$ cat src/soc_pkg.sv
`default_nettype none

package soc_pkg;

	typedef logic [31:0] addr_t;
	typedef logic [31:0] data_t;
	typedef logic [3:0]  strb_t;

	typedef enum logic [2:0] {
		IDLE,
		LOOKUP,
		FILL,
		WRITE_MEM,
		RESPOND
	} ctrl_state_e;

	typedef enum logic [1:0] {
		REGION_MEM,
		REGION_GPIO,
		REGION_NONE
	} region_e;

	// Address map
	localparam addr_t MEM_BASE  = 32'h0000_0000;
	localparam addr_t GPIO_BASE = 32'h0001_0000;
	localparam addr_t GPIO_SPAN = 32'd8;

	// GPIO register offsets
	localparam int GPIO_OFF_W = 3;
	localparam logic [GPIO_OFF_W-1:0] GPIO_LED_OFF = 3'd0;
	localparam logic [GPIO_OFF_W-1:0] GPIO_SW_OFF  = 3'd4;

	localparam int DEF_CACHE_ADDR_W = 6;
	localparam int DEF_MEM_ADDR_W   = 12;   // 16 KiB of words
	localparam int DEF_MEM_LATENCY  = 4;

endpackage

`default_nettype wire

$ cat src/tag_table.sv
`timescale 1ns/1ns
`default_nettype none

module tag_table #(
	parameter int CACHE_ADDR_W = soc_pkg::DEF_CACHE_ADDR_W,
	parameter int MEM_ADDR_W   = soc_pkg::DEF_MEM_ADDR_W
) (
	input  wire                                clk_i,
	input  wire                                reset_i,
	input  wire  [CACHE_ADDR_W-1:0]            index_i,
	input  wire  [MEM_ADDR_W-CACHE_ADDR_W-1:0] tag_i,
	input  wire                                we_i,
	output logic                               hit_o
);
	localparam int TAG_W = MEM_ADDR_W - CACHE_ADDR_W;
	localparam int DEPTH = 2 ** CACHE_ADDR_W;

	logic [DEPTH-1:0] valid_q;
	logic [TAG_W-1:0] tags_q [DEPTH];

	always_ff @(posedge clk_i) begin
		if (reset_i)
			valid_q <= '0;
		else if (we_i)
			valid_q[index_i] <= 1'b1;
	end

	always_ff @(posedge clk_i) begin
		if (we_i)
			tags_q[index_i] <= tag_i;
	end

	assign hit_o = valid_q[index_i] && (tags_q[index_i] == tag_i);  // Combinational compare

endmodule

`default_nettype wire

$ cat config.mk
export PLATFORM = sky130hd
export DESIGN_NAME = tag_table
export DESIGN_NICKNAME = d
export VERILOG_FILES = /design/src/soc_pkg.sv /design/src/tag_table.sv
export SDC_FILE = /design/constraint.sdc
export NUM_CORES = 1
export LEC_CHECK = 0
export ABC_AREA = 1
export BUFFER_PORTS_ARGS = -buffer_cell sky130_fd_sc_hd__buf_4
export CAP_MARGIN = 20
export CORE_MARGIN = 2
export CORE_UTILIZATION = 42
export CTS_CLUSTER_SIZE = 12
export DETAILED_ROUTE_END_ITERATION = 10
export MAX_ROUTING_LAYER = met4
export PLACE_DENSITY = 0.61
export SETUP_SLACK_MARGIN = 0.1
export SLEW_MARGIN = 20
export SYNTH_ARGS = -nofsm -noshare
export SYNTH_HDL_FRONTEND = slang
export SYNTH_SLANG_ARGS = --single-unit
$ cat constraint.sdc
create_clock -name clk_i -period 2 [get_ports clk_i]
set_input_delay 0.3 -clock clk_i [delete_from_list [all_inputs] [get_ports clk_i]]
set_output_delay 0.3 -clock clk_i [all_outputs]
set_load 0.02 [all_outputs]
==> key figures <==
Run status
  – Status: complete, but fails checks
  – Violated checks: negative setup slack

Placement
  – Hpwl dp: 32800 µm
  – RD Place Congestion: slightly below 0.9
  – Place WS: -903 ps
  – Port bufs: 15
  – Placed Cells: between 2000 and 3000

Worst setup path
  – Critical path arrival: 2460 ps
  – Reg2reg end: valid_q[18]$_SDFFE_PP0P_
  – Critical Path RT: 1700 ps
  – Setup Crit Path Kind: reg -> out
  – Reg2reg start: valid_q[18]$_SDFFE_PP0P_
  – Reg2reg setup slack: 1380 ps
  – Crit-path max FO: 2
  – CP Capture Type: primary output
  – Startpoint Class: flip-flop
  – Reg2reg path depth: 2

Drt
  – Via/cell ratio: 4.92
  – Detailed-route wire length: 51300 µm
  – Vias: 13700
  – Avg WL per Cell: approximately 18 µm
  – DR iter-0 viols: between 1000 and 1500
  – DR pass1 iterations: 6
  – Final ANT Viol Nets: 0
  – DRC viols: 0

Clock network
  – CTS buffer count: 48
  – Clk sink count: 448
  – Clk buf depth: 3
  – Clock slew at reported path FFs: 60 ps
  – CTS Root Cell: clkbuf_16
  – Skew-Pair Late Insertion Delay: 590 ps
  – CTS tree: done
  – Setup Buffers After CTS: 0
  – CTS H-Tree Depth: 2
  – CTS Hold Buffers Added: 0

GRT
  – Global route overflow: 0
  – Vias in the first global route: 13600
  – Largest net degree at the start of global routing: 61
  – GRT Resource Usage Total: 0.230
  – Antenna violations before repair: 0
  – Global-route wire length before repair: around 80000 µm

Layout
  – Share of cells above drive strength 1: 0.167
  – Synthesis-to-finish area growth: 21.2%
  – Fill count: 4024
  – # diodes: 0
  – Finished Layout Cells: 2787
  – Final nets: 2162

Yosys
  – Yosys reg bits: 448
  – EDFF count, synth: ~380
  – Most frequent cells after synthesis: nand2_1, edfxtp_1, nor2_1, inv_1, nand3_1
  – Synth Instances: approximately 2000
  – Syn_nets: 1981
  – Primary FF master, synth: edfxtp_1
  – Synth top area cells: edfxtp_1, nand2_1, dfxtp_1
  – Synthesized area per cell: 9.73 µm²
  – Synth warn: 0
  – Cell taking the most area after synthesis: edfxtp_1
  – Sequential-to-total area share from yosys stat: 0.670
  – Count leader, synth: nand2_1
  – Top-area cell type share of the netlist area: 0.603
  – Post-Syn Area: approximately 19000 µm²
  – Post-synth ARST share: 0
  – Yosys cell types: 24

Timing
  – Final period util: 1.38
  – Fin. Hold Viols: 0
  – Worst-Margin Slew: 749 ps
  – Post-layout min period: around 2800 ps
  – RSZ-0062 raised after global routing: yes
  – Min Hold Slack: 38.7 ps
  – Final Slew Violations: 0
  – Worst clock skew: 0 ps
  – Final-report setup violation count: 1
  – Worst relative slew slack: 0.501
  – Max Fclk: 362 MHz
  – Post-route setup slack: -759 ps

Run
  – Max Cap Violations: 0

Floorplan
  – Die area: 47300 µm²
  – Placeable core region: 45200 µm²
  – Initial Util: 0.423
  – Num ports: 16
  – Row Count: 78
  – Die Span Y: 217 µm
  – Die Width: 217 µm

Min path
  – Hold Startpoint: tag_i[3]
  – Hold crit path type: in -> reg
  – Worst Hold Endpoint: tags_q[54][3]$_DFFE_PP_
  – Hold depth: 1

Pwr
  – Power Dens Cells: 882 nW/µm²
  – Max IR drop VDD: 0.700 mV
  – P_leak: 9.94 nW
  – Power, Total: 20.4 mW
## flip-flops by register name, indices dropped and copies added (netlist names)
register and cells:
valid_q 64, tags_q 384
## how the worst max path moves through the flow
| stage | slack [ps] | cells past startpoint | end | start |
|---|---|---|---|---|
| after floorplan | 30 | 16 | hit_o | index_i[0] |
| after global placement | -940 | 16 | hit_o | index_i[0] |
| after detailed placement | -900 | 16 | hit_o | index_i[0] |
| after CTS | -760 | 14 | hit_o | tags_q[39][2]$_DFFE_PP_ |
| after global routing | -900 | 16 | hit_o | tags_q[15][2]$_DFFE_PP_ |
| final | -760 | 11 | hit_o | tags_q[50][1]$_DFFE_PP_ |
## per-stage QoR
step	TNS (ps)	cell area [µm²]	utilization
3_3_place_gp	-941	21400	0.474
6_report	-759	23200	0.513
2_1_floorplan	0	19300	-
3_5_place_dp	-903	21400	0.474
4_1_cts	-760	23100	0.512
5_1_grt	-901	23200	0.513
## layout make-up
type                            instances  area, µm²  share of cell area
Multi-Input combinational cell       1155       5050               0.218
Sequential cell                       448      12800               0.553
Timing Repair Buffer                  212       1910              0.0825
Inverter                              282       1060              0.0459
Tap cell                              600        751              0.0324
Clock inverter                         13        153             0.00659
Clock buffer                           77       1430              0.0618
## power breakdown
| group | leakage [nW] | switching (mW) | internal, mW | total, mW |
|---|---|---|---|---|
| Combinational | 5.20 | 0.887 | 0.451 | 1.34 |
| Sequential | 3.97 | 0.0168 | 10.2 | 10.2 |
| Clock | 0.773 | 3.60 | 5.29 | 8.89 |
## routing by layer
metal  routed length [µm]  up-vias  global-route usage
met5                    0        -                   -
met4                 1220        0              0.0566
met3                 3450       90              0.0356
met2                23400      449               0.357
met1                23200     6531               0.318
li1                     -     6645                   -
## cells by family (layout without fill, tap and decap cells)
group / Yosys count / count (layout) / synth area share
compound gates: 90 / 90 / 0.0264
buf+inv: 363 / 584 / 0.0768
flops: 448 / 448 / 0.670
simple gates: 1065 / 1065 / 0.227
## layout by cell type, fill, tap and decap left out, drive strengths merged
master and n:
a21oi 4, buf 210, bufbuf 1, bufinv 3, clkbuf 78, clkinv 9
dfxtp 64, edfxtp 384, inv 283, nand2 564, nand3 153, nand3b 3
nand4 8, nor2 294, nor3 4, o211ai 22, o21ai 64, or2 39
## critical path: stages, from the launching register on
cell	delay (ps)
edfxtp_1	360
or2_2	280
o211ai_1	80
nand2_1	80
o21ai_1	210
nand2_1	140
nor2_1	150
a21oi_1	80
nor2_1	100
nand2_1	90
nor2_4	170
buf_6	140
## timing repair
action | CTS | global route
resized for setup | 43 | 14
pin swaps | 17 | 4
gates cloned | 1 | 0
endpoints found under the hold margin | 0 | 0
setup endpoints to repair | 1 | 1
Power figures use the tool's default switching activity.
