`src/soc_pkg.sv`:
```
`default_nettype none

package soc_pkg;

	typedef logic [31:0] addr_t;
	typedef logic [31:0] data_t;
	typedef logic [3:0]  strb_t;

	typedef enum logic [2:0] {
		IDLE,
		LOOKUP,
		FILL,
		WRITE_MEM,
		RESPOND
	} ctrl_state_e;

	typedef enum logic [1:0] {
		REGION_MEM,
		REGION_GPIO,
		REGION_NONE
	} region_e;

	// Address map
	localparam addr_t MEM_BASE  = 32'h0000_0000;
	localparam addr_t GPIO_BASE = 32'h0001_0000;
	localparam addr_t GPIO_SPAN = 32'd8;

	// GPIO register offsets
	localparam int GPIO_OFF_W = 3;
	localparam logic [GPIO_OFF_W-1:0] GPIO_LED_OFF = 3'd0;
	localparam logic [GPIO_OFF_W-1:0] GPIO_SW_OFF  = 3'd4;

	localparam int DEF_CACHE_ADDR_W = 6;
	localparam int DEF_MEM_ADDR_W   = 12;   // 16 KiB of words
	localparam int DEF_MEM_LATENCY  = 4;

endpackage

`default_nettype wire

```
`src/gpio_regs.sv`:
```
`timescale 1ns/1ns
`default_nettype none

module gpio_regs (
	input  wire                            clk_i,
	input  wire                            reset_i,
	input  wire                            we_i,
	input  wire  [soc_pkg::GPIO_OFF_W-1:0] offset_i,
	input  soc_pkg::data_t                 wdata_i,
	input  soc_pkg::strb_t                 strb_i,
	output soc_pkg::data_t                 rdata_o,
	input  wire  [3:0]                     sw_i,
	output logic [7:0]                     led_o
);
	import soc_pkg::*;

	logic [3:0] sw_meta_q;
	logic [3:0] sw_sync_q;

	always_ff @(posedge clk_i) begin
		if (reset_i)
			led_o <= '0;
		else if (we_i && offset_i == GPIO_LED_OFF && strb_i[0])
			led_o <= wdata_i[7:0];  // Lane 0 only
	end

	// Two-stage synchronizer for the switches
	always_ff @(posedge clk_i) begin
		if (reset_i) begin
			sw_meta_q <= '0;
			sw_sync_q <= '0;
		end else begin
			sw_meta_q <= sw_i;
			sw_sync_q <= sw_meta_q;
		end
	end

	always_comb begin
		case (offset_i)
			GPIO_LED_OFF: rdata_o = {24'd0, led_o};
			GPIO_SW_OFF:  rdata_o = {28'd0, sw_sync_q};
			default:      rdata_o = '0;
		endcase
	end

endmodule

`default_nettype wire

```
`config.mk`:
```
export PLATFORM = sky130hd
export DESIGN_NAME = gpio_regs
export DESIGN_NICKNAME = d
export VERILOG_FILES = /design/src/soc_pkg.sv /design/src/gpio_regs.sv
export SDC_FILE = /design/constraint.sdc
export NUM_CORES = 1
export LEC_CHECK = 0
export CAP_MARGIN = 10
export CORE_AREA = 2 2 51 53
export CTS_CLUSTER_DIAMETER = 200
export DETAILED_ROUTE_END_ITERATION = 8
export DIE_AREA = 0 0 53 55
export DONT_BUFFER_PORTS = 1
export SETUP_SLACK_MARGIN = 0.5
export SYNTH_ARGS = -nofsm -noshare
export SYNTH_HDL_FRONTEND = slang
export SYNTH_SLANG_ARGS = --single-unit
```
`constraint.sdc`:
```
create_clock -name clk_i -period 1.1 [get_ports clk_i]
set_clock_uncertainty 0.2 [all_clocks]
set_input_delay 0.165 -clock clk_i [delete_from_list [all_inputs] [get_ports clk_i]]
set_output_delay 0.165 -clock clk_i [all_outputs]
set_load 0.05 [all_outputs]
```
==> metrics, run 1 <==
outcome=complete, but fails checks; failing checks=negative hold slack, negative setup slack; I/O Pins=86; antenna viol nets, final=0; Initial Util=0.3778; DRC violations left=0; vias in the first global route=548; Distinct cells, synth=13; HP Start=reset_i; GR Util met1=0.1225; die height=55 µm; WP data arrival=1.05 ns; routed wire length=1.626 mm; clock root buffer=clkbuf_4; Multi-input gate area=568.0 µm²; Power Density=1006 nW/µm²; Overflow after GRT=0; Place WS=-0.07429 ns; R2R Path Start=led_o[0]$_SDFFE_PP0P_; total number of vias=565; Pleak=0.4965 nW; largest net degree at the start of global routing=25; setup ws final=-0.3117 ns; vias per cell=4.154; slowest stage cell, crit path=dfxtp_4; average routed wire per standard cell=11.96 µm; DRT Pass-1 Iters=2; Setup Viol. Count Final=16; M3 GR Usage=0.02419; Non-Filler Instances=136; max-slew violation count=0; Max VDD drop=0.6284 mV; total core area=2365 µm²; Rows=18; Max Clk Rate=708.4 MHz; clk_lat worst skew=0.28 ns; Die X=53 µm; first-pass GRT wire length=2.449 mm; maximum buffer depth of the clock tree=2; Crit Path Max Fanout=2; RSZ-0062 raised after global routing=yes; CTS tree=built; crit path launch type=flip-flop; antenna violations before repair=0; fillcell total=216; reg2reg path depth=4; I/O Buffers=0; FF+latch count, synth=16; total CTS buffers=3; Worst Setup End Kind=primary output; critical path launch point=led_o[0]$_SDFFE_PP0P_; TritonCTS Sinks=16; Avg Cell Area, Syn=9.817 µm²; gr busiest metal=met2; Synth warnings=0; Critical Path Max Stage Delay=0.37 ns; Tot GR Track Use=0.1191; Critical Path RT=0.73 ns; CP Class=flip-flop to primary output; P&R area growth vs syn=40.06%; Mapped Area=893.4 µm²; dpl cells=129; Fin. Hold Viols=16; met2 Track Usage GR=0.2146; Min Clock Period, post-route=1.412 ns; Hold Slack=-0.2697 ns; Worst Hold Class=input port to flip-flop; Sequential Area=356.6 µm²; 1st-iter DRT viols=1; Antenna diodes=0; fin crit share=1.283; post-synthesis instance total=91; CP cell instances=mux2i_4, nor3_4, buf_12; Clock transition at path regs=0.09 ns; nets=153; cell depth of the worst min-delay path=1; layout cell share with drive strength beyond 1=0.4811; H-tree depth=1; number of max-cap violations=0; register area share after synthesis=0.3585; GP Congestion=0.6507; die footprint=2915 µm²
## per-layer routing
layer / part of all wire / routed length (µm) / vias to the layer above
met2: 0.57 / 922 / 27
met3: 0.084 / 137 / 2
met1: 0.33 / 538 / 265
met5: 0 / 0 / -
met4: 0.017 / 27 / 0
li1: - / - / 271
## registers in the layout, summed over array words and instances, names as in the netlist
name,cells
led_o,8
sw_meta_q,4
sw_sync_q,4
## worst paths after layout
| path | to | slack [ns] |
|---|---|---|
| min reg2reg | sw_sync_q[3]$_SDFF_PP0_ | 0.24 |
| max reg2reg | led_o[0]$_SDFFE_PP0P_ | 0.04 |
| min | sw_sync_q[2]$_SDFF_PP0_ | -0.27 |
| max | rdata_o[0] | -0.31 |
## critical path, delay by kind of cell (launching register included)
family | cells | cell delay, ns
multiplexers | 1 | 0.07
flip-flops | 1 | 0.37
buffers and inverters | 1 | 0.17
AND/OR/NAND/NOR | 1 | 0.17
## cells by family after synthesis
family,Yosys count,synth area share
flip-flops,16,0.3585
multiplexers,12,0.1345
buffers and inverters,28,0.2479
AND/OR/NAND/NOR,34,0.2549
other,1,0.004198
## cell usage after synthesis, drive strengths merged
cell | instances | area [µm²]
nor3 | 5 | 36.29
nor2b | 8 | 50.05
and3 | 1 | 11.26
conb | 1 | 3.750
mux2i | 12 | 120.1
nand2b | 16 | 100.1
buf | 25 | 200.2
clkbuf | 3 | 21.27
dfxtp | 16 | 320.3
and2 | 4 | 30.03
## power breakdown
| part | internal (mW) | total, mW | switching (mW) | leakage (nW) |
|---|---|---|---|---|
| sequential | 0.581 | 0.591 | 0.0102 | 0.139 |
| clock | 0.201 | 0.377 | 0.176 | 0.0210 |
| combinational | 0.0686 | 0.290 | 0.222 | 0.337 |
## timing repair
action	4_1_cts	5_1_grt
buffers inserted	1	2
setup endpoints to repair	28	28
gates resized for setup	19	12
endpoints found under the hold margin	16	16
pin swaps	10	0
## placed cells by master (no fill, tap or decap), drive strengths merged
cell and instances:
conb 24, nand2b 16, dfxtp 16, buf 16, mux2i 12, nor2b 8
nor3 5, and2 4, clkbuf 4, and3 1
## per-stage QoR
step | TNS, ns | util | area [µm²] | power (mW)
global placement | -0.4251 | 0.4540 | 1074 | 0.8735
floorplan | -2.216 | - | 1142 | 0.9527
CTS | -2.613 | 0.4984 | 1179 | 1.270
global route | -3.097 | 0.5291 | 1251 | 1.323
finish | -2.462 | 0.5291 | 1251 | 1.259
detailed placement | -0.5041 | 0.4540 | 1074 | 0.8761
## final cells by class
class                      count  area share
multi-input combinational     70      0.4540
clock buffer                   4     0.02900
timing repair buffer          16      0.2020
sequential                    16      0.2850
tap                           30     0.03000
No activity file was read; power rests on OpenSTA's default activity.
==> inputs of run 2 (changes only) <==
- CORE_AREA: 2 2 51 53 -> 2 2 44 46
- DIE_AREA: 0 0 53 55 -> 0 0 46 48
- PLACE_DENSITY: default -> 0.7
==> run 2 against run 1 <==
  * The run still ends with negative hold slack, negative setup slack left
  * Sequential cell count unchanged
  * Hold slack got worse by 0.0090 ns
  * Sequential power about the same
  * Combinational power about the same
  * Total power increased by 1.8%
  * Critical path type unchanged
  * Largest power group unchanged
==> metrics, run 2 (same netlist as run 1, synthesis figures left out) <==
die height=48 µm (-13%); hpwl dp=1.125 mm; Initial Util=0.5289 (+0.1511); largest registers=led_o x8, sw_meta_q x4, sw_sync_q x4; Crit Path Max Fanout=2 (unchanged); antenna viol nets, final=0 (unchanged); clock root buffer=clkbuf_4; clk_lat worst skew=0.29 ns (about the same); Multi-input gate area=575.6 µm² (+1.3%); H-tree depth=1 (unchanged); Pleak=0.4955 nW (-0.21%); setup ws final=-0.3217 ns (-0.009952 ns); cell depth of the worst min-delay path=1 (unchanged); die footprint=2208 µm² (-24%); P&R area growth vs syn=37.82%; I/O Pins=86 (unchanged); Min Clock Period, post-route=1.422 ns (+0.009952 ns); total CTS buffers=3 (unchanged); maximum buffer depth of the clock tree=2 (unchanged); Worst Hold Class=input port to flip-flop; Tot GR Track Use=0.1519 (+0.03282); outcome=complete, but fails checks; DRT Pass-1 Iters=4 (+2); Largest Register=led_o; fin crit share=1.292 (+0.009047); Power Density=1040 nW/µm² (+3.4%); routed wire length=1.584 mm (-2.6%); TritonCTS Sinks=16 (unchanged); crit path launch type=flip-flop; antenna violations before repair=0 (unchanged); post-route cell area=1231 µm² (-1.6%); Max Clk Rate=703.4 MHz (-0.70%); R2R Path End=led_o[0]$_SDFFE_PP0P_; vias in the first global route=468 (-15%); Fin. Hold Viols=16 (unchanged); DRC violations left=0 (unchanged); commonest non-fill, non-tap cell in the layout=conb_1; Setup Viol. Count Final=16 (unchanged); Clock transition at path regs=0.10 ns (about the same); RSZ-0062 raised after global routing=yes; max FFs per register=8 (unchanged); dpl cell area=1057 µm² (-1.5%); Max VDD drop=0.7291 mV (+16%); total core area=1689 µm² (-29%); WP data arrival=1.06 ns (about the same); Die X=46 µm (-13%); Hold Slack=-0.2787 ns (-0.009008 ns); R2R Path Start=led_o[0]$_SDFFE_PP0P_; 1st-iter DRT viols=3 (+2); Overflow after GRT=0 (unchanged); Sequential Area=356.6 µm² (unchanged); layout cell share with drive strength beyond 1=0.4857 (+0.004582); average routed wire per standard cell=12.98 µm (+8.6%); reg2reg path depth=4 (unchanged); total number of vias=571 (+1.1%); CTS tree=built; max-slew violation count=0 (unchanged); CP Class=flip-flop to primary output; Critical Path RT=0.73 ns (about the same); vias per cell=4.680 (+13%); Worst Setup End Kind=primary output; first-pass GRT wire length=2.180 mm (-11%); fillcell total=109 (-50%); GP Congestion=0.6099 (-6.3%); number of max-cap violations=0 (unchanged); HP Start=reset_i; most frequent cells in the layout=conb_1 (24), nand2b_1 (12), mux2i_1 (8), dfxtp_4 (8); largest net degree at the start of global routing=25 (unchanged); nets=152 (-0.65%); Rows=15 (-3); I/O Buffers=0 (unchanged); failing checks=negative hold slack, negative setup slack; Hold Path End=sw_sync_q[2]$_SDFF_PP0_; Worst R2R Setup Slack=0.03 ns (about the same); Antenna diodes=0 (unchanged)
## run 2: changes by cell type in the layout (fill, tap and decap cells not counted), sizes merged
cell / delta
buf: -1
## run 2: layer usage
metal  vias to the layer above  global-route usage  share of wire
met5                         -                   0              0
met4                         0              0.1029          0.012
met3                         2             0.04151          0.086
met2                        39              0.2639           0.54
met1                       258              0.1602           0.36
li1                        272                   -              -
## run 2: worst max path at each step
stage | start | end | cells after the start
floorplan | led_o[0]$_SDFFE_PP0P_ | rdata_o[0] | 2
global placement | offset_i[1] | led_o[0]$_SDFFE_PP0P_ | 3
detailed placement | offset_i[1] | led_o[0]$_SDFFE_PP0P_ | 3
CTS | led_o[3]$_SDFFE_PP0P_ | rdata_o[3] | 3
global route | sw_sync_q[3]$_SDFF_PP0_ | rdata_o[3] | 3
finish | led_o[2]$_SDFFE_PP0P_ | rdata_o[2] | 3
## run 2: area by class of cell
cell class,count,area share
well taps,17,0.01728
flip-flops and latches,16,0.2896
repair buffers,15,0.1961
multi-input cells,70,0.4675
clock buffers,4,0.02947
## run 2: what timing repair did
item / CTS / global route
resized for setup: 20 / 11
pin swaps: 10 / 0
setup endpoints to repair: 28 / 28
hold endpoints to repair: 16 / 16
setup buffers: 1 / 1
## run 2: worst max-delay path, cell delays in order (launching register included)
cell     delay [ns]
dfxtp_4        0.38
mux2i_4        0.07
nor3_4         0.15
buf_12         0.16
## run 2: power by group
| part | switching, mW | internal [mW] | leakage (nW) | total, mW |
|---|---|---|---|---|
| logic | 0.221 | 0.0689 | 0.335 | 0.290 |
| clock network | 0.197 | 0.202 | 0.0210 | 0.399 |
| registers | 0.0112 | 0.581 | 0.139 | 0.592 |
## run 2: metrics by stage
| stage | TNS [ns] | util | power, mW | instances | setup WS [ns] |
|---|---|---|---|---|---|
| floorplan | -2.216 | - | 0.9527 | 114 | -0.2571 |
| global placement | -0.3586 | 0.6259 | 0.8729 | 116 | -0.04686 |
| detailed placement | -0.7628 | 0.6259 | 0.8746 | 116 | -0.1070 |
| CTS | -2.660 | 0.6904 | 1.277 | 121 | -0.3282 |
| global route | -3.118 | 0.7289 | 1.331 | 122 | -0.3651 |
| finish | -2.585 | 0.7289 | 1.281 | 122 | -0.3217 |
