`src/soc_pkg.sv`:
```
`default_nettype none

package soc_pkg;

	typedef logic [31:0] addr_t;
	typedef logic [31:0] data_t;
	typedef logic [3:0]  strb_t;

	typedef enum logic [2:0] {
		IDLE,
		LOOKUP,
		FILL,
		WRITE_MEM,
		RESPOND
	} ctrl_state_e;

	typedef enum logic [1:0] {
		REGION_MEM,
		REGION_GPIO,
		REGION_NONE
	} region_e;

	// Address map
	localparam addr_t MEM_BASE  = 32'h0000_0000;
	localparam addr_t GPIO_BASE = 32'h0001_0000;
	localparam addr_t GPIO_SPAN = 32'd8;

	// GPIO register offsets
	localparam int GPIO_OFF_W = 3;
	localparam logic [GPIO_OFF_W-1:0] GPIO_LED_OFF = 3'd0;
	localparam logic [GPIO_OFF_W-1:0] GPIO_SW_OFF  = 3'd4;

	localparam int DEF_CACHE_ADDR_W = 6;
	localparam int DEF_MEM_ADDR_W   = 12;   // 16 KiB of words
	localparam int DEF_MEM_LATENCY  = 4;

endpackage

`default_nettype wire

```
`src/bus_ctrl.sv`:
```
`timescale 1ns/1ns
`default_nettype none

module bus_ctrl #(
	parameter int CACHE_ADDR_W = soc_pkg::DEF_CACHE_ADDR_W,
	parameter int MEM_ADDR_W   = soc_pkg::DEF_MEM_ADDR_W
) (
	input  wire                                clk_i,
	input  wire                                reset_i,
	input  wire                                req_i,
	input  wire                                we_i,
	input  soc_pkg::addr_t                     addr_i,
	input  soc_pkg::data_t                     wdata_i,
	input  soc_pkg::strb_t                     strb_i,
	output logic                               done_o,
	output logic                               err_o,
	output soc_pkg::data_t                     rdata_o,
	input  wire                                tag_hit_i,
	output logic                               tag_we_o,
	output logic [CACHE_ADDR_W-1:0]            index_o,
	output logic [MEM_ADDR_W-CACHE_ADDR_W-1:0] tag_o,
	output logic                               arr_we_o,
	input  soc_pkg::data_t                     arr_rdata_i,
	output soc_pkg::data_t                     arr_wdata_o,
	output soc_pkg::strb_t                     arr_strb_o,
	output logic                               mem_req_o,
	output logic                               mem_we_o,
	output logic [MEM_ADDR_W-1:0]              mem_addr_o,
	output soc_pkg::data_t                     mem_wdata_o,
	output soc_pkg::strb_t                     mem_strb_o,
	input  wire                                mem_ack_i,
	input  soc_pkg::data_t                     mem_rdata_i,
	output logic                               gpio_we_o,
	output logic [soc_pkg::GPIO_OFF_W-1:0]     gpio_offset_o,
	input  soc_pkg::data_t                     gpio_rdata_i
);
	import soc_pkg::*;

	localparam addr_t MEM_SPAN = addr_t'(4) << MEM_ADDR_W;

	ctrl_state_e state_q, state_d;
	region_e     region_d, region_q;
	addr_t       addr_q;
	data_t       wdata_q;
	strb_t       strb_q;
	logic        we_q;
	logic        mem_req_q;
	logic        miss_q;      // Read went through a line fill
	logic        accept;
	logic [MEM_ADDR_W-1:0] word_addr;

	function automatic region_e decode(addr_t a);
		if ((a - MEM_BASE) < MEM_SPAN)
			return REGION_MEM;
		if ((a - GPIO_BASE) < GPIO_SPAN)
			return REGION_GPIO;
		return REGION_NONE;
	endfunction

	assign region_d = decode(addr_i);
	assign accept   = (state_q == IDLE) && req_i;

	always_ff @(posedge clk_i) begin
		if (accept) begin
			addr_q   <= addr_i;
			we_q     <= we_i;
			wdata_q  <= wdata_i;
			strb_q   <= strb_i;
			region_q <= region_d;
		end
	end

	always_comb begin
		state_d = state_q;
		case (state_q)
			IDLE: begin
				if (req_i) begin
					if (region_d == REGION_MEM)
						state_d = we_i ? WRITE_MEM : LOOKUP;
					else
						state_d = RESPOND;  // GPIO and unmapped answer at once
				end
			end
			LOOKUP:    state_d = tag_hit_i ? RESPOND : FILL;
			FILL:      state_d = mem_ack_i ? RESPOND : FILL;
			WRITE_MEM: state_d = mem_ack_i ? RESPOND : WRITE_MEM;
			RESPOND:   state_d = IDLE;
			default:   state_d = IDLE;
		endcase
	end

	always_ff @(posedge clk_i) begin
		if (reset_i) begin
			state_q   <= IDLE;
			mem_req_q <= 1'b0;
			miss_q    <= 1'b0;
		end else begin
			state_q <= state_d;
			// Write-through goes out right away, fill after the miss
			mem_req_q <= (accept && region_d == REGION_MEM && we_i) ||
				(state_q == LOOKUP && !tag_hit_i);
			if (accept)
				miss_q <= 1'b0;
			else if (state_q == LOOKUP && !tag_hit_i)
				miss_q <= 1'b1;
		end
	end

	assign word_addr = addr_q[MEM_ADDR_W+1:2];
	assign index_o   = word_addr[CACHE_ADDR_W-1:0];
	assign tag_o     = word_addr[MEM_ADDR_W-1:CACHE_ADDR_W];

	assign tag_we_o    = (state_q == FILL) && mem_ack_i;
	assign arr_we_o    = tag_we_o || ((state_q == WRITE_MEM) && mem_ack_i && tag_hit_i);
	assign arr_wdata_o = (state_q == FILL) ? mem_rdata_i : wdata_q;
	assign arr_strb_o  = (state_q == FILL) ? '1 : strb_q;

	assign mem_req_o   = mem_req_q;
	assign mem_we_o    = we_q;
	assign mem_addr_o  = word_addr;
	assign mem_wdata_o = wdata_q;
	assign mem_strb_o  = strb_q;

	assign gpio_we_o     = (state_q == RESPOND) && (region_q == REGION_GPIO) && we_q;
	assign gpio_offset_o = addr_q[GPIO_OFF_W-1:0];

	assign done_o = (state_q == RESPOND);
	assign err_o  = done_o && (region_q == REGION_NONE);

	always_comb begin
		rdata_o = '0;
		if (!we_q) begin
			case (region_q)
				REGION_MEM:  rdata_o = miss_q ? mem_rdata_i : arr_rdata_i;
				REGION_GPIO: rdata_o = gpio_rdata_i;
				default:     rdata_o = '0;
			endcase
		end
	end

endmodule

`default_nettype wire

```
`config.mk`:
```
export PLATFORM = sky130hd
export DESIGN_NAME = bus_ctrl
export DESIGN_NICKNAME = d
export VERILOG_FILES = /design/src/soc_pkg.sv /design/src/bus_ctrl.sv
export SDC_FILE = /design/constraint.sdc
export NUM_CORES = 1
export LEC_CHECK = 0
export BUFFER_PORTS_ARGS = -buffer_cell sky130_fd_sc_hd__clkbuf_2
export CORE_AREA = 2 2 120 122
export DETAILED_ROUTE_END_ITERATION = 6
export DIE_AREA = 0 0 122 124
export PLACE_DENSITY_LB_ADDON = 0.15
export SYNTH_ARGS = -nofsm -noshare
export SYNTH_HDL_FRONTEND = slang
export SYNTH_SLANG_ARGS = --single-unit
```
`constraint.sdc`:
```
create_clock -name clk_i -period 2.5 [get_ports clk_i]
set_clock_uncertainty 0.15 [all_clocks]
set_input_delay 0.25 -clock clk_i [delete_from_list [all_inputs] [get_ports clk_i]]
set_output_delay 0.25 -clock clk_i [all_outputs]
set_load 0.1 [all_outputs]
```
==> results.md, run 1 <==
- Cells on worst reg2reg path: 3
- Tcrit/Tclk final: 95.0%
- Clk_lat worst skew: between 0.3 and 0.4 ns
- I/O pin cnt: just over 300
- Syn Std Cell Area: ~0.0034 mm2
- Dpl hpwl: between 10000 and 15000 um
- Leading area contributor after synthesis: edfxtp_1
- ANT cells: 0
- CTS Buffer Depth: 2
- Hold Path Sink: state_q[2]
- M1 WL: between 5000 and 6000 um
- Data arrival, critical path: 1.98 ns
- Compound-Gate Fraction of Synth Area: between 6 and 7%
- Met2 Wirelength: 7370 um
- Startpoint Class: flip-flop
- DRC violations left: 0
- Multi-input gate area: between 0.001 and 0.0015 mm2
- Slew margin rel.: roughly 63%
- Chip width: 122 um
- Die area: 0.0151 mm2
- Commonest cells after routing, fill and taps aside: clkbuf_2, nor2_1, buf_12
- Peak Freq: 421 MHz
- Status: finished clean
- Final Hold Vio Count: 0
- Height of the die: approximately 120 um
- Syn. warnings: 0
- CTS Sinks: 58
- Fill cells: ~1300
- PortBufs: between 300 and 400
- Hold Crit Class: input pin to flip-flop
- Critical path class: flip-flop to output port
- Post-Synth Adder-Cell Area: 0%
- Rows: 43
- Endpoint class of the critical path: output port
- Drt first-iter violations: 112
- Starting Density: roughly 25%
- Grt ovf: 0
- Core area: roughly 0.014 mm2
- RSZ-0062 raised after global routing: no
- Tot Pwr: a little under 4 mW
- Worst Path Required: 2.10 ns
- #FFs+latches synth: between 50 and 60
- Register area share after synthesis: 49.5%
- Non-Filler Instances: about 830
- Syn Nets: 470
- Area share of and/or/nand/nor cells after synthesis: between 10% and 20%
- Pre-CTS setup slack: 0.408 ns
- Max-cap violation count: 0
- Placed Area: 0.00583 mm2
- Via count: 3664
- Most common cell after layout, fill and taps aside: clkbuf_2
- Crit. Startpoint: state_q[1]
- DRT Wirelength: 14100 um
- Highest metal used: met4
- Post-Synthesis Cells: 300
- Dpl cells: between 700 and 800
- WHS: approximately 0.062 ns
- Synth Area per Inst: 11.4 um2
- Count of cell types in the netlist: 35
- Sequential cell area: between 0.0015 and 0.002 mm2
- Largest cells by area after synthesis: edfxtp_1, mux2_4, mux2i_1, nor2_1, a21oi_1
- CTS buffer count: 9
- Layout cells sized above 1: between 50% and 60%
- Clk slew on worst S/H paths: roughly 0.050 ns
- Nets: slightly above 800
- Slew Viols, Final: 0
- Reg2reg start: state_q[0]
- H-tree depth: 3
- Global Route Usage Sum: 17.9%
- CTS tree: built
- Initial antenna violation count: 0
- Largest family of logic cells by synthesized area: multiplexers
- Hold_sp: mem_ack_i
- Setup violators final: 0
- Worst vdd ir: 407 uV
- Final setup margin: approximately 0.12 ns
- Worst Tran Pin Value: around 0.56 ns
- Number of global-route vias before repair: between 3000 and 4000
- Final Util: approximately half
- Pwr dens: approximately 580 mW/mm2
- Met3 Wirelength: around 1300 um
- Detailed-router iteration count before antenna repair: 6
- RD Place Congestion: between 0.7 and 0.8
- Post-Synth XOR/XNOR Area: 0.256%
- Wirelength per Cell: 17.0 um
- Fin crit period: about 2.4 ns
- Leakage: 3.01 nW
- Antenna Violating Nets Remaining: 0
- Hold path depth: 3
- Root Driver: clkbuf_16
- Via/cell ratio: 4.42
- Final Cell Area: about 0.0067 mm2
- Post-synth top area share: 46.6%
- Reg2Reg Setup Slack: a little over 0.8 ns
- Global-route wire length before repair: a little over 20000 um
- Setup TNS: 0 ns
- R2r endpoint: addr_q[7]
- Mux cell area share after synthesis: a little under a quarter
- Pin count of the biggest net entering global routing: between 50 and 60
- Area growth, synth to finish: 95.5%
- CP max FO: 17
## routing by layer
metal	GRT usage (%)	up-vias
met5	0	-
met4	6.61	0
met3	6.18	17
met2	32.5	205
met1	19.0	1675
li1	-	1767
## power breakdown
part / switching, mW / total, mW / internal [mW]
logic: 0.958 / 1.35 / 0.391
registers: 0.0313 / 1.15 / 1.12
clock network: 0.480 / 1.36 / 0.880
## critical path, stage by stage (launching register included)
cell and delay, ns:
dfxtp_1 0.45, nor3b_4 0.32, buf_6 0.27, mux2_1 0.40, buf_12 0.18
## synth_stat cells
cell type	count
and4_1	1
a211o_1	1
dfxtp_1	5
nor2b_1	2
mux2_4	25
nand4_1	2
mux2_1	7
or3_1	1
nor4_1	5
nor3b_4	1
buf_6	3
buf_4	16
nor4_2	1
clkbuf_1	8
nand2b_1	1
and4b_1	1
nor2_1	71
a41oi_1	1
inv_1	1
mux2i_1	32
nor3_1	6
a21oi_1	34
nor3b_1	1
or2_1	5
nand2_1	3
xor2_1	1
nand3_1	1
edfxtp_1	53
and2_1	2
a32oi_1	1
nor4b_1	1
buf_2	3
buf_1	1
o41ai_1	1
buf_12	2
## area by class of cell
cell class | count | area share [%]
clock buffer | 9 | 3.37
clock inverter | 7 | 1.54
inverter | 1 | 0.0562
multi-input combinational | 208 | 22.3
sequential | 58 | 25.3
tap | 180 | 3.37
timing repair buffer | 366 | 44.0
## cell families after synthesis
| family | after synthesis |
|---|---|
| and+or+nand+nor | 105 |
| muxes | 64 |
| DFF | 58 |
| AOI/OAI and AO/OA | 38 |
| buffers and inverters | 34 |
| xor gates and xnor gates | 1 |
## flip-flops by register name, indices dropped and copies added, names as in the netlist
register	flops
addr_q	14
mem_req_o	1
mem_strb_o	4
mem_wdata_o	32
mem_we_o	1
miss_q	1
region_q	2
state_q	3
## worst max-delay path by stage
stage	slack (ns)	cells after the start	end
6_report	0.12	4	arr_wdata_o[31]
5_1_grt	0.003	4	arr_wdata_o[31]
4_1_cts	0.04	4	arr_wdata_o[31]
3_5_place_dp	0.41	4	arr_wdata_o[31]
3_3_place_gp	0.47	6	rdata_o[26]
2_1_floorplan	-0.64	4	rdata_o[10]
## repair_timing
action / CTS / global route
setup endpoints to repair: 0 / 1
endpoints found under the hold margin: 53 / 0
gates resized for setup: 0 / 1
hold buffers: 52 / 0
setup buffers: 0 / 0
No activity file was read; power rests on OpenSTA's default activity.
==> run 2, diff against run 1 <==
--- a/config.mk
+++ b/config.mk
@@ -13,3 +13,4 @@
 export SYNTH_ARGS = -nofsm -noshare
 export SYNTH_HDL_FRONTEND = slang
 export SYNTH_SLANG_ARGS = --single-unit
+export TNS_END_PERCENT = 50
==> constraint.sdc (replaced) <==
create_clock -name clk_i -period 2.5 [get_ports clk_i]
set_clock_uncertainty 0.15 [all_clocks]
set_input_delay 0.5 -clock clk_i [delete_from_list [all_inputs] [get_ports clk_i]]
set_output_delay 0.5 -clock clk_i [all_outputs]
set_load 0.1 [all_outputs]
==> run 2 against run 1 <==
Compared with the run above:
- sequential cell count unchanged
- final area increased by 1.1%
- fmax decreased by 3.9%
- combinational power about the same
- routed wire length increased by 1.3%
- core utilization increased by 0.55 points
- critical path depth increased by 1
- largest power group is now combinational cells
- die area unchanged
- critical endpoint is now arr_wdata_o[10]
==> results.md, run 2 (synthesis results as in run 1) <==
- Status: finished clean
- Initial antenna violation count: 0 (unchanged)
- M2 GR Usage: 32.8% (+0.21 points)
- Commonest cells after routing, fill and taps aside: clkbuf_2, buf_12, edfxtp_1
- Max-cap violation count: 0 (unchanged)
- Sequential share of power: 31.0% (+1.1 points)
- RD Place Congestion: 0.820 (+4.6%)
- Root Driver: clkbuf_16
- Via/cell ratio: 4.49 (+1.7%)
- Endpoint class of the critical path: output port
- CTS buffer count: 9 (unchanged)
- I/O pin cnt: 308 (unchanged)
- Slew margin rel.: 60.4% (-2.4 points)
- M1 GR Usage: 20.8% (+1.7 points)
- Internal: 2.25 mW (-5.9%)
- Pwr dens: 550 mW/mm2 (-4.8%)
- Final Util: 49.3% (+0.55 points)
- Height of the die: 124 um (unchanged)
- Area growth, synth to finish: 97.7%
- Crit path cell chain: nor3b_4 -> buf_6 -> bufbuf_16 -> mux2_4 -> buf_12
- Psw: 1.47 mW (-0.24%)
- Most common cell after layout, fill and taps aside: clkbuf_2
- Global Route Usage Sum: 18.1% (+0.27 points)
- Global-route wire length before repair: 20100 um (+0.10%)
- Global route hottest layer: met2
- Non-Filler Instances: 787 (-5.1%)
- Pin count of the biggest net entering global routing: 67 (+18%)
- Logic pwr share: 36.0% (+1.1 points)
- CTS tree: built
- Worst Tran Pin Value: 0.594 ns (+0.0338 ns)
- Chip width: 122 um (unchanged)
- CP max FO: 10 (-7)
- Data arrival, critical path: 1.82 ns (-0.16 ns)
- CTS Hold Buffers Added: 0 (-100%)
- Slowest stage delay, CP: 0.37 ns (-0.08 ns)
- Rows: 43 (unchanged)
- Final Hold Vio Count: 0 (unchanged)
- WHS: 0.192 ns (+0.129 ns)
- Dpl hpwl: 11400 um (+3.4%)
- PortBufs: 307 (unchanged)
- DRC violations left: 0 (unchanged)
- H-tree depth: 3 (unchanged)
- Routing usage on met3: 4.76% (-1.4 points)
- CTS Sinks: 58 (unchanged)
- Startpoint Class: flip-flop
- CTS Buffer Depth: 2 (unchanged)
- Nets: 772 (-5.2%)
- Worst vdd ir: 357 uV (-12%)
- Clk slew on worst S/H paths: 0.06 ns (about the same)
- ANT cells: 0 (unchanged)
- DRT Wirelength: 14200 um (+1.3%)
- Tcrit/Tclk final: 98.9% (+3.8 points)
- Worst Path Required: 1.85 ns (-0.25 ns)
- Multi-input gate area: 0.00174 mm2 (+17%)
- Number of global-route vias before repair: 3576 (-3.8%)
- Wirelength per Cell: 18.1 um (+6.7%)
- Placed Area: 0.00639 mm2 (+9.6%)
- Drt first-iter violations: 97 (-13%)
- Detailed-router iteration count before antenna repair: 4 (-2)
- Switching share of power: 39.4% (+1.4 points)
- Layout cells sized above 1: 66.9% (+11 points)
- Tot Pwr: 3.72 mW (-3.7%)
- RSZ-0062 raised after global routing: yes
- Dpl cells: 766 (+0.66%)
- Via count: 3537 (-3.5%)
- Final Cell Area: 0.00676 mm2 (+1.1%)
- Slew Viols, Final: 0 (unchanged)
- Fin crit period: 2.47 ns (+0.0952 ns)
- Leakage: 2.93 nW (-2.6%)
- Sequential cell area: 0.00170 mm2 (+0.52%)
- Crit-path slowest cell: dfxtp_4
- Clk_lat worst skew: 0.33 ns (about the same)
- Max reg flops: 32 (unchanged)
- Setup violators final: 0 (unchanged)
- Core area: 0.0137 mm2 (unchanged)
- Die area: 0.0151 mm2 (unchanged)
- Antenna Violating Nets Remaining: 0 (unchanged)
- Fill cells: 1251 (-0.40%)
- Critical path class: flip-flop to output port
- Grt ovf: 0 (unchanged)
- Starting Density: 24.9% (unchanged)
- Clock group share of total power: 33.0% (-2.2 points)
- Hold Crit Class: input pin to flip-flop
- Peak Freq: 405 MHz (-3.9%)
run 2: power by group through the flow:
stage / Clock (mW) / Sequential, mW / Combinational [mW]
2_1_floorplan: 0 / 1.51 / 0.586
6_report: 1.23 / 1.15 / 1.34
3_3_place_gp: 0 / 1.17 / 1.34
5_1_grt: 1.30 / 1.16 / 1.38
3_5_place_dp: 0 / 1.17 / 1.34
4_1_cts: 1.26 / 1.15 / 1.35
run 2: layer usage:
| layer | share of wire [%] | vias up |
|---|---|---|
| met5 | 0 | - |
| met4 | 1.5 | 0 |
| li1 | - | 1680 |
| met3 | 9.3 | 16 |
| met1 | 37 | 1626 |
| met2 | 52 | 215 |
run 2: worst max-delay path, delay by kind of cell, from the launching register on:
family                 cells  cell delay (ns)
buffers and inverters      3             0.61
and+or+nand+nor            1             0.20
DFF                        1             0.37
muxes                      1             0.32
run 2: final cells by class:
cell class	instances	share of cell area (%)
multi-input combinational	209	25.8
clock inverter	7	1.04
sequential	58	25.2
clock buffer	9	3.33
tap	180	3.33
inverter	1	0.0555
timing repair buffer	323	41.3
run 2: through the flow:
stage               TNS, ns  setup WS [ns]
detailed placement        0          0.234
global placement          0          0.270
CTS                       0        0.00670
finish                    0         0.0287
floorplan             -5.47         -0.233
global route         -0.149        -0.0187
run 2: timing repair:
| item | 4_1_cts | 5_1_grt |
|---|---|---|
| gates resized for setup | 4 | 2 |
| gates cloned | 2 | 0 |
| buffers inserted | 1 | 2 |
| setup endpoints to repair | 38 | 11 |
| pin swaps | 1 | 0 |
run 2: path summary, 6_finish.rpt:
kind                                  start              end  slack (ns)  depth (start not counted)
worst max-delay path             state_q[0]  arr_wdata_o[10]        0.03                          5
worst min-delay path            wdata_i[20]  mem_wdata_o[20]        0.19                          1
worst max register to register   state_q[0]        addr_q[2]        0.80                          3
worst min register to register   state_q[0]       state_q[0]        0.45                          2
==> run 3, diff against run 2 <==
--- a/config.mk
+++ b/config.mk
@@ -6,9 +6,10 @@
 export NUM_CORES = 1
 export LEC_CHECK = 0
 export BUFFER_PORTS_ARGS = -buffer_cell sky130_fd_sc_hd__clkbuf_2
-export CORE_AREA = 2 2 120 122
+export CELL_PAD_IN_SITES_DETAIL_PLACEMENT = 0
+export CELL_PAD_IN_SITES_GLOBAL_PLACEMENT = 1
+export CORE_UTILIZATION = 24
 export DETAILED_ROUTE_END_ITERATION = 6
-export DIE_AREA = 0 0 122 124
 export PLACE_DENSITY_LB_ADDON = 0.15
 export SYNTH_ARGS = -nofsm -noshare
 export SYNTH_HDL_FRONTEND = slang
==> run 3 against run 2 <==
Compared with the run above:
- hold slack got worse by 0.0062 ns
- sequential share of layout area decreased by 0.11 points
- register-to-register slack lost 0.03 ns
- core utilization decreased by 0.44 points
- clock power up 11%
- routed wire length fell by 6.5%
- critical path depth unchanged
- critical path type unchanged
- highest routed layer is now met5
==> results.md, run 3 (synthesis results as in run 1) <==
- Tot Pwr: 3.84 mW (+3.2%)
- Max-cap violation count: 0 (unchanged)
- Final setup margin: 0.0470 ns (+0.0183 ns)
- Crit-path slowest cell: dfxtp_4
- RSZ-0062 raised after global routing: yes
- Final Hold Vio Count: 0 (unchanged)
- Via/cell ratio: 4.46 (-0.77%)
- Rows: 43 (unchanged)
- DRC violations left: 0 (unchanged)
- Sequential share of power: 30.0% (-1.0 points)
- Status: finished clean
- Critical path class: flip-flop to output port
- Wirelength per Cell: 17.0 um (-6.2%)
- Global-route wire length before repair: 19300 um (-4.2%)
- Slowest stage delay, CP: 0.37 ns (about the same)
- Fin crit period: 2.45 ns (-0.0183 ns)
- Starting Density: 24.6% (-0.29 points)
- Pwr dens: 566 mW/mm2 (+2.9%)
- Peak Freq: 408 MHz (+0.74%)
- Core area: 0.0139 mm2 (+1.2%)
- Critical path's most frequent cell: buf_12
- Crit path cell chain: nor3b_4 -> buf_6 -> buf_12 -> mux2_2 -> buf_12
- Clk_lat worst skew: 0.33 ns (about the same)
- Setup TNS: 0 ns (unchanged)
- Root Driver: clkbuf_16
- Drt first-iter violations: 94 (-3.1%)
- Internal: 2.37 mW (+5.1%)
- Die area: 0.0147 mm2 (-2.7%)
- RD Place Congestion: 0.728 (-11%)
- CP Buf/Inv Count: 3 (unchanged)
- Data arrival, critical path: 1.80 ns (-0.02 ns)
- Slew margin rel.: 61.9% (+1.5 points)
- CTS tree: built
- Logic pwr share: 34.7% (-1.3 points)
- Area growth, synth to finish: 98.2%
- Detailed-router iteration count before antenna repair: 4 (unchanged)
- Nets: 770 (-0.26%)
- Height of the die: 121 um (-2.1%)
- CTS Sinks: 58 (unchanged)
- Startpoint Class: flip-flop
- CP max FO: 11 (+1)
- Psw: 1.47 mW (+0.27%)
- Global Route Usage Sum: 17.9% (-0.26 points)
- Number of global-route vias before repair: 3385 (-5.3%)
- Tcrit/Tclk final: 98.1% (-0.73 points)
- Hold Crit Class: input pin to flip-flop
- Pre-CTS setup slack: 0.209 ns (-0.0247 ns)
- Endpoint class of the critical path: output port
- Switching share of power: 38.3% (-1.1 points)
- Pin count of the biggest net entering global routing: 39 (-42%)
- Clk slew on worst S/H paths: 0.06 ns (about the same)
- ANT cells: 0 (unchanged)
- CP top delay family: buffers and inverters
- Chip width: 121 um (-0.54%)
- DRT Wirelength: 13300 um (-6.5%)
- Slew Viols, Final: 0 (unchanged)
- CTS buffer count: 9 (unchanged)
- Worst Tran Pin Value: 0.574 ns (-0.0197 ns)
- Max reg flops: 32 (unchanged)
- Clock group share of total power: 35.3% (+2.3 points)
- Leakage: 2.94 nW (+0.50%)
- Worst vdd ir: 361 uV (+1.3%)
- CTS Hold Buffers Added: 0 (unchanged)
- H-tree depth: 3 (unchanged)
- Worst Path Required: 1.85 ns (about the same)
- WHS: 0.185 ns (-0.00623 ns)
- PortBufs: 307 (unchanged)
- I/O pin cnt: 308 (unchanged)
- Most common cell after layout, fill and taps aside: clkbuf_2
- Antenna Violating Nets Remaining: 0 (unchanged)
- CTS Buffer Depth: 2 (unchanged)
- Commonest cells after routing, fill and taps aside: clkbuf_2, buf_12, edfxtp_1
- Setup violators final: 0 (unchanged)
- Via count: 3501 (-1.0%)
- Grt ovf: 0 (unchanged)
- Fill cells: 1275 (+1.9%)
- Dpl hpwl: 10700 um (-5.6%)
- Layout cells sized above 1: 68.3% (+1.4 points)
- Initial antenna violation count: 1 (+1)
==> run 3: changes by cell type in the layout (fill, tap and decap cells not counted), moves of 2 or more <==
cell,change
clkinvlp_4,-2
mux2_1,-7
mux2_2,+7
buf_4,-4
clkinv_4,+2
==> run 3: cell type report <==
| class | count | area, um2 | share of cell area, % |
|---|---|---|---|
| clock buffers | 9 | 225 | 3.32 |
| clock inverters | 7 | 103 | 1.51 |
| inverters | 1 | 3.75 | 0.0554 |
| multi-input cells | 208 | 1740 | 25.7 |
| flip-flops and latches | 58 | 1700 | 25.1 |
| well taps | 180 | 225 | 3.32 |
| repair buffers | 322 | 2780 | 41.0 |
==> run 3: worst paths after layout <==
kind	start	endpoint	slack [ns]	cells past startpoint
max	state_q[1]	arr_wdata_o[5]	0.05	5
min	strb_i[1]	mem_strb_o[1]	0.19	1
max reg2reg	state_q[0]	mem_wdata_o[22]	0.77	3
min reg2reg	state_q[0]	state_q[0]	0.45	2
==> run 3: per-stage QoR <==
| step | instances | cell area [um2] | util, % |
|---|---|---|---|
| after floorplan | 300 | 3690 | - |
| after global placement | 764 | 6340 | 45.7 |
| after detailed placement | 764 | 6340 | 45.7 |
| after CTS | 782 | 6730 | 48.4 |
| after global routing | 785 | 6780 | 48.8 |
| final | 785 | 6780 | 48.8 |
==> run 3: worst register-to-register path: stages, from the launching register on <==
cell and delay, ns:
dfxtp_2 0.36, nor3_1 0.27, and2_2 0.20, buf_4 0.38
==> run 3: power by group through the flow <==
stage	clock network (mW)	logic (mW)	registers, mW
floorplan	0	0.586	1.51
global placement	0	1.33	1.17
detailed placement	0	1.34	1.17
CTS	1.39	1.34	1.15
global route	1.43	1.38	1.16
finish	1.36	1.33	1.15
==> run 3: timing repair <==
item,in CTS,in global routing
endpoints found under the setup margin,32,37
setup buffers,1,2
gates cloned,1,1
resized for setup,6,13
hold endpoints to repair,0,0
pin swaps,1,0
==> run 3: layer usage <==
| metal | vias up | track usage, % | wire, um |
|---|---|---|---|
| met4 | 2 | 6.33 | 213 |
| met2 | 198 | 32.4 | 7170 |
| met5 | - | 0 | 13 |
| met3 | 15 | 5.59 | 1260 |
| li1 | 1681 | - | - |
| met1 | 1605 | 19.3 | 4650 |
